[config.mk]
export PLATFORM = sky130hd
export DESIGN_NAME = qbus_ctl_top
export DESIGN_NICKNAME = d
export VERILOG_FILES = /design/src/qbus_pkg.sv /design/src/qbus_ctl_top.sv /design/src/dma_arbiter.sv /design/src/qbus_timer.sv /design/src/irq_ctrl.sv /design/src/req_sync.sv
export SDC_FILE = /design/constraint.sdc
export NUM_CORES = 1
export LEC_CHECK = 0
export BUFFER_PORTS_ARGS = -buffer_cell sky130_fd_sc_hd__buf_2
export CAP_MARGIN = 20
export CORE_MARGIN = 2
export CORE_UTILIZATION = 45
export DETAILED_ROUTE_END_ITERATION = 10
export GPL_TIMING_DRIVEN = 0
export PLACE_DENSITY = 0.79
export RECOVER_POWER = 25
export SLEW_MARGIN = 20
export SYNTH_ARGS = -nofsm -noshare
export SYNTH_HDL_FRONTEND = slang
export SYNTH_SLANG_ARGS = --single-unit
[constraint.sdc]
create_clock -name pin_clk -period 1.49 [get_ports pin_clk]
set_clock_uncertainty 0.1 [all_clocks]
set_input_delay 0.0745 -clock pin_clk [delete_from_list [all_inputs] [get_ports pin_clk]]
set_output_delay 0.0745 -clock pin_clk [all_outputs]
set_load 0.01 [all_outputs]
[src/qbus_pkg.sv]
//************************************************************
// Q-bus control unit shared definitions
// widths, interrupt vector codes and packed pin/strobe groups
//************************************************************
package qbus_pkg;

   localparam int qt_width  = 6;                   // transaction timer width
   localparam int vec_width = 3;                   // interrupt vector code width

   // vector codes, highest priority first
   localparam logic [vec_width-1:0] vec_rfrq  = 3'd0; // dram refresh request
   localparam logic [vec_width-1:0] vec_trace = 3'd1; // trace trap
   localparam logic [vec_width-1:0] vec_aclo  = 3'd2; // power fail
   localparam logic [vec_width-1:0] vec_halt  = 3'd3; // halt request
   localparam logic [vec_width-1:0] vec_evnt  = 3'd4; // timer event
   localparam logic [vec_width-1:0] vec_virq  = 3'd5; // vectored interrupt
   localparam logic [vec_width-1:0] vec_none  = 3'd7; // nothing pending

   typedef struct packed {
      logic aclo;                                  // power fail notification
      logic evnt;                                  // timer interrupt request
      logic rfrq;                                  // refresh request
      logic halt;                                  // supervisor halt request
      logic virq;                                  // vectored interrupt request
   } irq_pins_t;

   typedef struct packed {
      logic rply;                                  // transaction reply
      logic sack;                                  // dma acknowledge
      logic dmr;                                   // dma bus request
   } bus_pins_t;

   typedef struct packed {
      logic sync;                                  // address strobe
      logic din;                                   // data input strobe
      logic dout;                                  // data output strobe
   } cyc_t;

   typedef struct packed {
      logic clr_aclo;                              // drop power fail latch
      logic clr_evnt;                              // drop timer event latch
      logic set_ref;                               // start refresh, drop rfrq
      logic clr_ref;                               // end refresh
      logic clr_timeout;                           // drop bus timeout flag
   } ctl_t;

   typedef struct packed {
      logic pri;                                   // priority mask, psw bit 7
      logic trace;                                 // trace enable, psw bit 4
   } psw_t;

   typedef struct packed {
      logic                 pending;               // any source active
      logic [vec_width-1:0] vector;                // encoded source
   } irq_t;

endpackage
[src/qbus_ctl_top.sv]
//************************************************************
// Q-bus control unit top level
// pin samplers, interrupt controller, watchdog and arbiter
//************************************************************
`timescale 1ns/1ps

module qbus_ctl_top
(
   input  logic                pin_clk,            // processor clock
   input  logic                dclo,               // processor reset
   input  qbus_pkg::irq_pins_t irq_pins_i,         // request pins
   input  qbus_pkg::bus_pins_t bus_pins_i,         // rply/sack/dmr pins
   input  qbus_pkg::cyc_t      cyc_i,              // cpu bus cycle strobes
   input  qbus_pkg::ctl_t      ctl_i,              // clear/set strobes
   input  qbus_pkg::psw_t      psw_i,              // priority and trace
   output qbus_pkg::irq_t      irq_o,              // interrupt result
   output logic                timeout_o,          // bus timeout flag
   output logic                dref_o,             // dram refresh
   output logic                dmgo_o              // dma grant
);

   qbus_pkg::irq_pins_t irq_smp;                   // sampled request pins
   qbus_pkg::irq_pins_t irq_rise;                  // request rise flags
   qbus_pkg::bus_pins_t bus_smp;                   // sampled bus pins

   req_sync #(.payload_t(qbus_pkg::irq_pins_t)) u_irq_sync
   (
      .pin_clk   (pin_clk),
      .dclo      (dclo),
      .pins_i    (irq_pins_i),
      .sampled_o (irq_smp),
      .rise_o    (irq_rise)
   );

   req_sync #(.payload_t(qbus_pkg::bus_pins_t)) u_bus_sync
   (
      .pin_clk   (pin_clk),
      .dclo      (dclo),
      .pins_i    (bus_pins_i),
      .sampled_o (bus_smp),
      .rise_o    ()                                // bus edges not needed
   );

   irq_ctrl u_irq_ctrl
   (
      .pin_clk (pin_clk),
      .dclo    (dclo),
      .pins_i  (irq_smp),
      .rise_i  (irq_rise),
      .psw_i   (psw_i),
      .ctl_i   (ctl_i),
      .irq_o   (irq_o),
      .dref_o  (dref_o)
   );

   qbus_timer u_qbus_timer
   (
      .pin_clk   (pin_clk),
      .dclo      (dclo),
      .cyc_i     (cyc_i),
      .rply_i    (bus_smp.rply),
      .clr_i     (ctl_i.clr_timeout),
      .timeout_o (timeout_o)
   );

   dma_arbiter u_dma_arbiter
   (
      .pin_clk (pin_clk),
      .dclo    (dclo),
      .dmr_i   (bus_smp.dmr),
      .sack_i  (bus_smp.sack),
      .sync_i  (cyc_i.sync),                       // raw cpu sync blocks grant
      .dmgo_o  (dmgo_o)
   );

endmodule

[src/dma_arbiter.sv]
//************************************************************
// DMA bus arbiter
// dmr/sack/dmgo handshake against processor sync cycles
//************************************************************
`timescale 1ns/1ps

module dma_arbiter
(
   input  logic pin_clk,                           // processor clock
   input  logic dclo,                              // processor reset
   input  logic dmr_i,                             // sampled bus request
   input  logic sack_i,                            // sampled acknowledge
   input  logic sync_i,                            // processor address strobe
   output logic dmgo_o                             // bus granted
);

   logic dreq_q;                                   // tracked request
   logic pgnt_q;                                   // pre-grant stage
   logic dmgo_q;                                   // grant stage

   always_ff @(posedge pin_clk or posedge dclo)
   begin
      if (dclo)
      begin
         dreq_q <= 1'b0;
         pgnt_q <= 1'b0;
         dmgo_q <= 1'b0;
      end
      else
      begin
         dreq_q <= sack_i | dmr_i;                 // hold while master owns bus
         pgnt_q <= dreq_q & ~sack_i;               // sack withdraws grant
         dmgo_q <= pgnt_q & ~sync_i;               // no grant over cpu cycle
      end
   end

   assign dmgo_o = dmgo_q;

   a_no_grant_in_sync : assert property (@(posedge pin_clk) disable iff (dclo)
      $rose(sync_i) |=> !(dmgo_o && sync_i));

endmodule

[src/qbus_timer.sv]
//************************************************************
// Q-bus transaction watchdog
// counts data strobe cycles, flags a missing reply as timeout
//************************************************************
`timescale 1ns/1ps

module qbus_timer
(
   input  logic           pin_clk,                 // processor clock
   input  logic           dclo,                    // processor reset
   input  qbus_pkg::cyc_t cyc_i,                   // current bus cycle
   input  logic           rply_i,                  // sampled reply
   input  logic           clr_i,                   // drop timeout flag
   output logic           timeout_o                // sticky bus timeout
);

   logic [qbus_pkg::qt_width-1:0] qt_cnt;          // watchdog counter
   logic                          qt_req;          // one cycle expiry request
   logic                          to_q;            // timeout flag
   logic                          strobe;          // din or dout active

   assign strobe = cyc_i.din | cyc_i.dout;

   always_ff @(posedge pin_clk or posedge dclo)
   begin
      if (dclo)
      begin
         qt_cnt <= '0;
         qt_req <= 1'b0;
      end
      else if (strobe)
      begin
         qt_cnt <= qt_cnt + 1'b1;
         qt_req <= &qt_cnt & ~rply_i;              // all ones, still no reply
      end
      else
      begin
         qt_cnt <= '0;                             // rest between cycles
         qt_req <= 1'b0;
      end
   end

   always_ff @(posedge pin_clk or posedge dclo)
   begin
      if (dclo)
         to_q <= 1'b0;
      else if (clr_i)
         to_q <= 1'b0;                             // clear beats expiry
      else if (qt_req)
         to_q <= 1'b1;
   end

   assign timeout_o = to_q;

   // expiry needs a strobe that ran through the whole count
   a_req_needs_strobe : assert property (@(posedge pin_clk) disable iff (dclo)
      $rose(qt_req) |-> $past(strobe) && $past(strobe, 1 << qbus_pkg::qt_width));

endmodule

[src/irq_ctrl.sv]
//************************************************************
// Interrupt and service request controller
// sticky aclo/evnt/rfrq latches, dram refresh strobe and the
// registered priority encoder for the interrupt vector
//************************************************************
`timescale 1ns/1ps

module irq_ctrl
(
   input  logic                pin_clk,            // processor clock
   input  logic                dclo,               // processor reset
   input  qbus_pkg::irq_pins_t pins_i,             // sampled request pins
   input  qbus_pkg::irq_pins_t rise_i,             // rising request flags
   input  qbus_pkg::psw_t      psw_i,              // priority and trace bits
   input  qbus_pkg::ctl_t      ctl_i,              // clear/set strobes
   output qbus_pkg::irq_t      irq_o,              // pending flag and vector
   output logic                dref_o              // dram refresh strobe
);

   logic           aclo_q;                         // power fail latch
   logic           evnt_q;                         // timer event latch
   logic           rfrq_q;                         // refresh request latch
   logic           halt_q;                         // halt level, aligned to latches
   logic           virq_q;                         // virq level, aligned to latches
   logic           dref_q;                         // refresh in progress
   qbus_pkg::irq_t irq_d;                          // encoder output
   qbus_pkg::irq_t irq_q;                          // registered result

   always_ff @(posedge pin_clk or posedge dclo)
   begin
      if (dclo)
      begin
         aclo_q <= 1'b0;
         evnt_q <= 1'b0;
         rfrq_q <= 1'b0;
         halt_q <= 1'b0;
         virq_q <= 1'b0;
         dref_q <= 1'b0;
      end
      else
      begin
         if (ctl_i.clr_aclo)
            aclo_q <= 1'b0;                        // clear wins over new edge
         else if (rise_i.aclo)
            aclo_q <= 1'b1;
         if (ctl_i.clr_evnt)
            evnt_q <= 1'b0;
         else if (rise_i.evnt)
            evnt_q <= 1'b1;
         if (rise_i.rfrq)
            rfrq_q <= 1'b1;                        // new request beats set_ref
         else if (ctl_i.set_ref)
            rfrq_q <= 1'b0;
         halt_q <= pins_i.halt;                    // level sources
         virq_q <= pins_i.virq;
         dref_q <= ~ctl_i.clr_ref & (ctl_i.set_ref | dref_q);
      end
   end

   // fixed priority, evnt and virq masked by pri
   always_comb
   begin
      // any unmasked source active
      irq_d.pending = rfrq_q | psw_i.trace | aclo_q | halt_q |
                      ((evnt_q | virq_q) & ~psw_i.pri);
      if (rfrq_q)
         irq_d.vector = qbus_pkg::vec_rfrq;
      else if (psw_i.trace)
         irq_d.vector = qbus_pkg::vec_trace;
      else if (aclo_q)
         irq_d.vector = qbus_pkg::vec_aclo;
      else if (halt_q)
         irq_d.vector = qbus_pkg::vec_halt;
      else if (evnt_q & ~psw_i.pri)
         irq_d.vector = qbus_pkg::vec_evnt;
      else if (virq_q & ~psw_i.pri)
         irq_d.vector = qbus_pkg::vec_virq;
      else
         irq_d.vector = qbus_pkg::vec_none;        // idle
   end

   always_ff @(posedge pin_clk or posedge dclo)
   begin
      if (dclo)
         irq_q <= '{pending: 1'b0, vector: qbus_pkg::vec_none};
      else
         irq_q <= irq_d;
   end

   assign irq_o  = irq_q;
   assign dref_o = dref_q;

   // pending and vector must agree in every registered result
   a_pending_vec : assert property (@(posedge pin_clk) disable iff (dclo)
      irq_q.pending == (irq_q.vector != qbus_pkg::vec_none));

endmodule

[src/req_sync.sv]
//************************************************************
// Pin group sampler
// registers an asynchronous pin group, flags rising fields
//************************************************************
`timescale 1ns/1ps

module req_sync #(
   parameter type payload_t = logic                // sampled pin group type
)
(
   input  logic     pin_clk,                       // processor clock
   input  logic     dclo,                          // processor reset
   input  payload_t pins_i,                        // raw pin group
   output payload_t sampled_o,                     // pins after one edge
   output payload_t rise_o                         // newly high fields
);

   payload_t smp_q;                                // current sample
   payload_t prev_q;                               // sample one edge older

   always_ff @(posedge pin_clk or posedge dclo)
   begin
      if (dclo)
      begin
         smp_q  <= '0;
         prev_q <= '0;
      end
      else
      begin
         smp_q  <= pins_i;                         // single sampling stage
         prev_q <= smp_q;
      end
   end

   // high now, low at the previous sample
   assign rise_o    = payload_t'(smp_q & ~prev_q);
   assign sampled_o = smp_q;

endmodule

==> impl_results.md, run 1 <==
- Run status: completed
- Port bufs: 26
- Nature of the critical path startpoint: input pin
- Global-route wire length before repair: roughly 2.9 mm
- Number of iterations in the first detailed-routing pass: 4
- Max Fclk: 767 MHz
- Worst reg2reg setup slack: around 0.20 ns
- GRT Total Usage: 0.161
- Top delay family on crit path: buffers and inverters
- Design Power: between 1500 and 2000 uW
- Total of hold buffers inserted after clock tree synthesis: 20
- Delay of the slowest cell on the worst path: around 0.54 ns
- DRC: 0
- Final setup vio count: 0
- Number of clock sinks: 32
- Width of the die: 52.0 um
- Area of the die: between 2000 and 3000 um^2
- DP Wirelength: approximately 1.0 mm
- Wire length on met1: a little over 700 um
- Area growth syn-to-layout: 45.6%
- Number of buffer and inverter instances along the worst setup path: 3
- Cell chosen for the clock root: sky130_fd_sc_hd__clkbuf_4
- Unique cell type count in the Yosys netlist: 21
- Syn. warnings: 0
- Most common cell after layout, fill and taps aside: sky130_fd_sc_hd__dfrtp_1
- Initial detailed-routing violation count: 2
- Resized cells post-CTS: 0
- Vias per cell: roughly 4.4
- Cell depth of the worst setup path: 5
- CTS clk-pin slew, worst paths: roughly 0.10 ns
- Pwr per Cell Area: around 1200 nW/um^2
- Wirelength per Cell: just over 10 um
- Fraction of final layout cells sized beyond drive strength 1: 0.315
- Max Buffers Root-to-Sink: 2
- Chain of cells forming the critical path: dlygate4sd3_1 -> buf_2 -> nor2_1 -> nor2_1 -> dlygate4sd3_1
- Highest routed layer: met4
- Via count of the first global-routing pass: around 700
- RR Startpoint: u_irq_ctrl.dref_o
- Number of violations of the max-capacitance limit: 0
- Endpoint of the most critical setup path: u_irq_ctrl.dref_o
- Arrival time of the worst setup path: between 1 and 1.5 ns
- Met3 wire length: around 140 um
- Worst voltage drop across the vdd grid: ~0.94 mV
- Largest net degree at the start of global routing: 21
- Clock network latency to the later pin of the worst-skew pair: around 0.33 ns
- Crit path from: ctl_i[2]
- Antenna cells: 0
- Required time of the worst setup path: roughly 1.6 ns
- Clock period minus final worst setup slack: around 1.3 ns
- Fraction of the cycle the final worst path needs: 0.876
- I/O pin total: 27
- Core outline area: around 2200 um^2
- Mapped Nets: 96
- Share of the yosys chip area belonging to registers: 0.776
- Setup repair after global routing missed its margin: no
- Met2 wire len: 710 um
- Post CTS Setup Buffer Count: 0
- Setup TNS: 0 ns
- Post-Place Worst Slack: ~0.29 ns
- Largest fanout on the critical path: 2
- Dpl cell area: about 1200 um^2
- Height of the die: between 50 and 60 um
- Gate Count Post-Synth: 75
- Actual slew at the worst max-slew pin: 0.555 ns
- Number of vias in the routed layout: approximately 700
- Final Hold Vio Count: 0
- Fin. max-slew vios: 0
- Final worst slack: around 0.19 ns
- Number of nets with antenna violations after routing: 0
- Register bit count reported by yosys: 32
- Placer Congestion: 0.619
- Relative slew slack: 0.629
- Number of antenna violations at the first check in global routing: 0
- R2R cell count: 3
- Initial standard-cell utilization of the core: 0.473
- Depth of the CTS H-tree: 2
- Capture instance of the worst register-to-register path: u_irq_ctrl.dref_o
- Kind of path behind the tightest hold check: in -> async
- Master of the slowest instance on the critical path: sky130_fd_sc_hd__dlygate4sd3_1
- Kind of end point of the critical path: flip-flop
- Post-synthesis instance area: around 1000 um^2
- Critical path class: in -> reg
- Number of buffers inserted during clock tree synthesis: 5
- Remaining global-route overflow: 0
- Post-layout instance area: between 1500 and 2000 um^2
- Routed WL: between 1.5 and 2 mm
- Leakage power summed over all cells: between 0.0007 and 0.0008 uW
- TritonCTS clock tree: done
- Mean instance size in the synthesized netlist: between 10 and 15 um^2
- # rows: 17
- Final net count: 150
- Most frequent cells in the layout: 29 x sky130_fd_sc_hd__dfrtp_1, 26 x sky130_fd_sc_hd__buf_2, 20 x sky130_fd_sc_hd__dlygate4sd3_1
## sequential cells by signal, summed over array words and instances, names as in the netlist
| signal | count |
|---|---|
| u_qbus_timer.qt_cnt | 6 |
| u_irq_sync.sampled_o | 5 |
| u_irq_ctrl.irq_o | 4 |
| u_bus_sync.sampled_o | 3 |
| u_irq_sync.prev_q | 3 |
| u_dma_arbiter.dmgo_o | 1 |
| u_dma_arbiter.dreq_q | 1 |
| u_dma_arbiter.pgnt_q | 1 |
| u_irq_ctrl.aclo_q | 1 |
| u_irq_ctrl.dref_o | 1 |
| u_irq_ctrl.evnt_q | 1 |
| u_irq_ctrl.halt_q | 1 |
| u_irq_ctrl.rfrq_q | 1 |
| u_irq_ctrl.virq_q | 1 |
| u_qbus_timer.qt_req | 1 |
| u_qbus_timer.timeout_o | 1 |
## final cells by class
type	instances	area, um^2
inverters	5	18.8
clock inverters	3	42.5
clock buffers	5	37.5
multi-input cells	38	214
fillers	164	681
well taps	28	35.0
repair buffers	47	358
flip-flops and latches	32	805
## worst min-delay path by stage
stage,from,end,slack [ns],depth (start not counted)
floorplan,bus_pins_i[0],u_bus_sync.sampled_o[0],0.006,0
global placement,bus_pins_i[0],u_bus_sync.sampled_o[0],0.08,1
detailed placement,dclo,u_qbus_timer.qt_cnt[1],0.05,2
CTS,dclo,u_qbus_timer.qt_cnt[0],0.21,3
global route,bus_pins_i[0],u_bus_sync.sampled_o[0],0.24,2
finish,dclo,u_qbus_timer.qt_cnt[1],0.22,3
## per-layer routing
metal,global-route usage,up-vias
met5,0,-
met4,0.0921,0
met3,0.0948,2
met2,0.232,25
met1,0.185,320
li1,-,352
## logic make-up after synthesis
kind of cell    after synthesis  share of synthesized area
compound gates                7                     0.0374
xor+xnor                      3                     0.0253
fa+ha+maj                     1                     0.0121
buf+inv                       5                     0.0181
flops                        32                      0.776
simple gates                 27                      0.131
## worst min-delay path, cell delays in order
cell                            delay [ns]
sky130_fd_sc_hd__dlygate4sd3_1        0.52
sky130_fd_sc_hd__buf_2                0.11
sky130_fd_sc_hd__inv_1                0.41
## stage by stage
stage	std cells	hold WS [ns]	util
detailed placement	130	0.0465	0.561
global placement	129	0.0817	0.549
finish	158	0.223	0.689
global route	158	0.240	0.689
floorplan	75	0.00593	-
CTS	158	0.214	0.689
## synth_stat cells (all sizes together)
cell / instances / area (um^2)
a21oi: 4 / 20.0
dfrtp: 29 / 726
dfstp: 3 / 78.8
ha: 1 / 12.5
inv: 5 / 18.8
nand2: 3 / 11.3
nand2b: 1 / 6.26
nand3: 2 / 15.0
nor2: 11 / 41.3
nor2b: 3 / 18.8
nor3: 2 / 10.0
nor4: 2 / 12.5
o21ai: 1 / 5.00
o21bai: 1 / 7.51
o22ai: 1 / 6.26
or2: 1 / 6.26
or3: 1 / 6.26
or3b: 1 / 8.76
xnor2: 1 / 8.76
xor2: 2 / 17.5
## report_power, final
group	total, uW	switching, uW	leakage, uW	internal (uW)
sequential	1000	52.1	0.000385	950
combinational	199	81.6	0.000295	118
clock	634	285	0.0000412	350
(Power assumes the default switching activity.)
==> run 2, diff against run 1 <==
--- a/config.mk
+++ b/config.mk
@@ -8,10 +8,10 @@
 export BUFFER_PORTS_ARGS = -buffer_cell sky130_fd_sc_hd__buf_2
 export CAP_MARGIN = 20
 export CORE_MARGIN = 2
-export CORE_UTILIZATION = 45
+export CORE_UTILIZATION = 44
 export DETAILED_ROUTE_END_ITERATION = 10
 export GPL_TIMING_DRIVEN = 0
-export PLACE_DENSITY = 0.79
+export PLACE_DENSITY = 0.8
 export RECOVER_POWER = 25
 export SLEW_MARGIN = 20
 export SYNTH_ARGS = -nofsm -noshare
==> constraint.sdc (replaced) <==
create_clock -name pin_clk -period 1.15 [get_ports pin_clk]
set_clock_uncertainty 0.1 [all_clocks]
set_input_delay 0.0575 -clock pin_clk [delete_from_list [all_inputs] [get_ports pin_clk]]
set_output_delay 0.0575 -clock pin_clk [all_outputs]
set_load 0.01 [all_outputs]
==> impl_results.md, run 2 (same netlist as run 1, synthesis figures left out) <==
- Run status: completed
- Final setup vio count: 0
- Relative slew slack: 0.587
- Worst voltage drop across the vdd grid: approximately 1.1 mV
- Number of antenna violations at the first check in global routing: 0
- Largest net degree at the start of global routing: 33
- Largest fanout on the critical path: 2
- Wirelength per Cell: 11.4 um
- Worst reg2reg setup slack: about 0.01 ns
- Via count of the first global-routing pass: between 600 and 700
- Setup TNS: 0 ns
- Number of nets with antenna violations after routing: 0
- GRT Total Usage: 0.160
- Kind of end point of the critical path: flip-flop
- Actual slew at the worst max-slew pin: a little over 0.6 ns
- Routed WL: 1.81 mm
- Arrival time of the worst setup path: roughly 1.3 ns
- Required time of the worst setup path: 1.31 ns
- I/O pin total: 27
- Critical path class: in -> reg
- Fin. max-slew vios: 0
- Area of the die: 2760 um^2
- Pwr per Cell Area: 1440 nW/um^2
- Number of clock sinks: 32
- Placer Congestion: 0.723
- Cell chosen for the clock root: sky130_fd_sc_hd__clkbuf_4
- Number of flip-flops in the largest register: 6
- Remaining global-route overflow: 0
- Area growth syn-to-layout: 48.0%
- Fraction of final layout cells sized beyond drive strength 1: 0.389
- Final worst slack: around 0.0035 ns
- Final standard cell utilization of the core: 0.694
- Dpl cell area: roughly 1200 um^2
- Height of the die: approximately 53 um
- TritonCTS clock tree: done
- Initial standard-cell utilization of the core: 0.469
- Port bufs: 26
- Number of iterations in the first detailed-routing pass: 4
- Fraction of the cycle the final worst path needs: 0.997
- Post-layout instance area: between 1500 and 2000 um^2
- Most common cell after layout, fill and taps aside: sky130_fd_sc_hd__dfrtp_1
- Largest register by flop count: u_qbus_timer.qt_cnt
- Nature of the critical path startpoint: input pin
- # rows: 17
- Antenna cells: 0
- Clock period minus final worst setup slack: ~1.1 ns
- Global-route wire length before repair: slightly below 3 mm
- Post-Place Worst Slack: -0.0670 ns
- Max Fclk: 872 MHz
- Number of violations of the max-capacitance limit: 0
- Width of the die: around 53 um
- Final Hold Vio Count: 0
- Clock network latency to the later pin of the worst-skew pair: ~0.33 ns
- Max Buffers Root-to-Sink: 2
- Depth of the CTS H-tree: 2
- DRC: 0
- Number of vias in the routed layout: between 700 and 800
- Initial detailed-routing violation count: 8
- Most frequent cells in the layout: 29 x sky130_fd_sc_hd__dfrtp_1, 24 x sky130_fd_sc_hd__buf_2, 19 x sky130_fd_sc_hd__dlygate4sd3_1
- Filler cell count in the final layout: ~160
- Final net count: around 150
- CTS clk-pin slew, worst paths: 0.09 ns
- DP Wirelength: between 1 and 1.5 mm
- Leakage power summed over all cells: between 0.0007 and 0.0008 uW
- Setup repair after global routing missed its margin: yes
- Core outline area: 2210 um^2
- Kind of path behind the tightest hold check: in -> async
- Vias per cell: roughly 4.4
- Number of buffers inserted during clock tree synthesis: 5
## run 2: area by class of cell
class | count | area (um^2) | share of cell area
multi-input cells | 38 | 272 | 0.177
flip-flops and latches | 32 | 805 | 0.524
inverters | 5 | 18.8 | 0.0122
well taps | 28 | 35.0 | 0.0228
clock buffers | 7 | 45.0 | 0.0293
clock inverters | 1 | 5.00 | 0.00326
repair buffers | 48 | 355 | 0.231
## run 2: critical path, cell delays in order
cell and delay, ns:
sky130_fd_sc_hd__dlygate4sd3_1 0.53, sky130_fd_sc_hd__buf_2 0.13, sky130_fd_sc_hd__or3b_4 0.39, sky130_fd_sc_hd__a21oi_2 0.14
sky130_fd_sc_hd__nor2_1 0.06
## run 2: where the power goes
group / internal (uW) / switching (uW) / leakage [uW]
Sequential: 1230 / 71.8 / 0.000385
Combinational: 180 / 130 / 0.000299
Clock: 238 / 357 / 0.0000293
## run 2: routing by layer
metal  GRT usage  vias up  share of wire
met3      0.0771        5          0.044
met1       0.179      327           0.43
met5           0        -              0
li1            -      354              -
met4       0.103        0          0.024
met2       0.244       19           0.51
## run 2: path summary, 6_finish.rpt
kind	from	end	cells after the start
setup reg to reg	u_irq_ctrl.halt_q	u_irq_ctrl.irq_o[0]	3
hold / removal	dclo	u_irq_sync.sampled_o[1]	3
setup / recovery	psw_i[1]	u_irq_ctrl.irq_o[0]	5
hold reg to reg	u_irq_sync.sampled_o[1]	u_irq_ctrl.halt_q	0
min in group pin_clk	u_irq_sync.sampled_o[1]	u_irq_ctrl.halt_q	0
max in group asynchronous	dclo	u_qbus_timer.qt_cnt[1]	3
## run 2: through the flow
| stage | power (uW) | std cells | hold slack, ns |
|---|---|---|---|
| finish | 2210 | 159 | 0.249 |
| global route | 2330 | 159 | 0.241 |
| CTS | 2200 | 157 | -0.0841 |
| detailed placement | 1520 | 129 | 0.0668 |
| global placement | 1510 | 129 | 0.0652 |
| floorplan | 1440 | 75 | -0.0111 |
## run 2: timing repair
item | 4_1_cts | 5_1_grt
pin swaps | 3 | 6
buffers inserted | 3 | 0
gates resized for setup | 4 | 9
hold endpoints to repair | 53 | 30
hold buffers | 17 | 2
endpoints found under the setup margin | 4 | 9
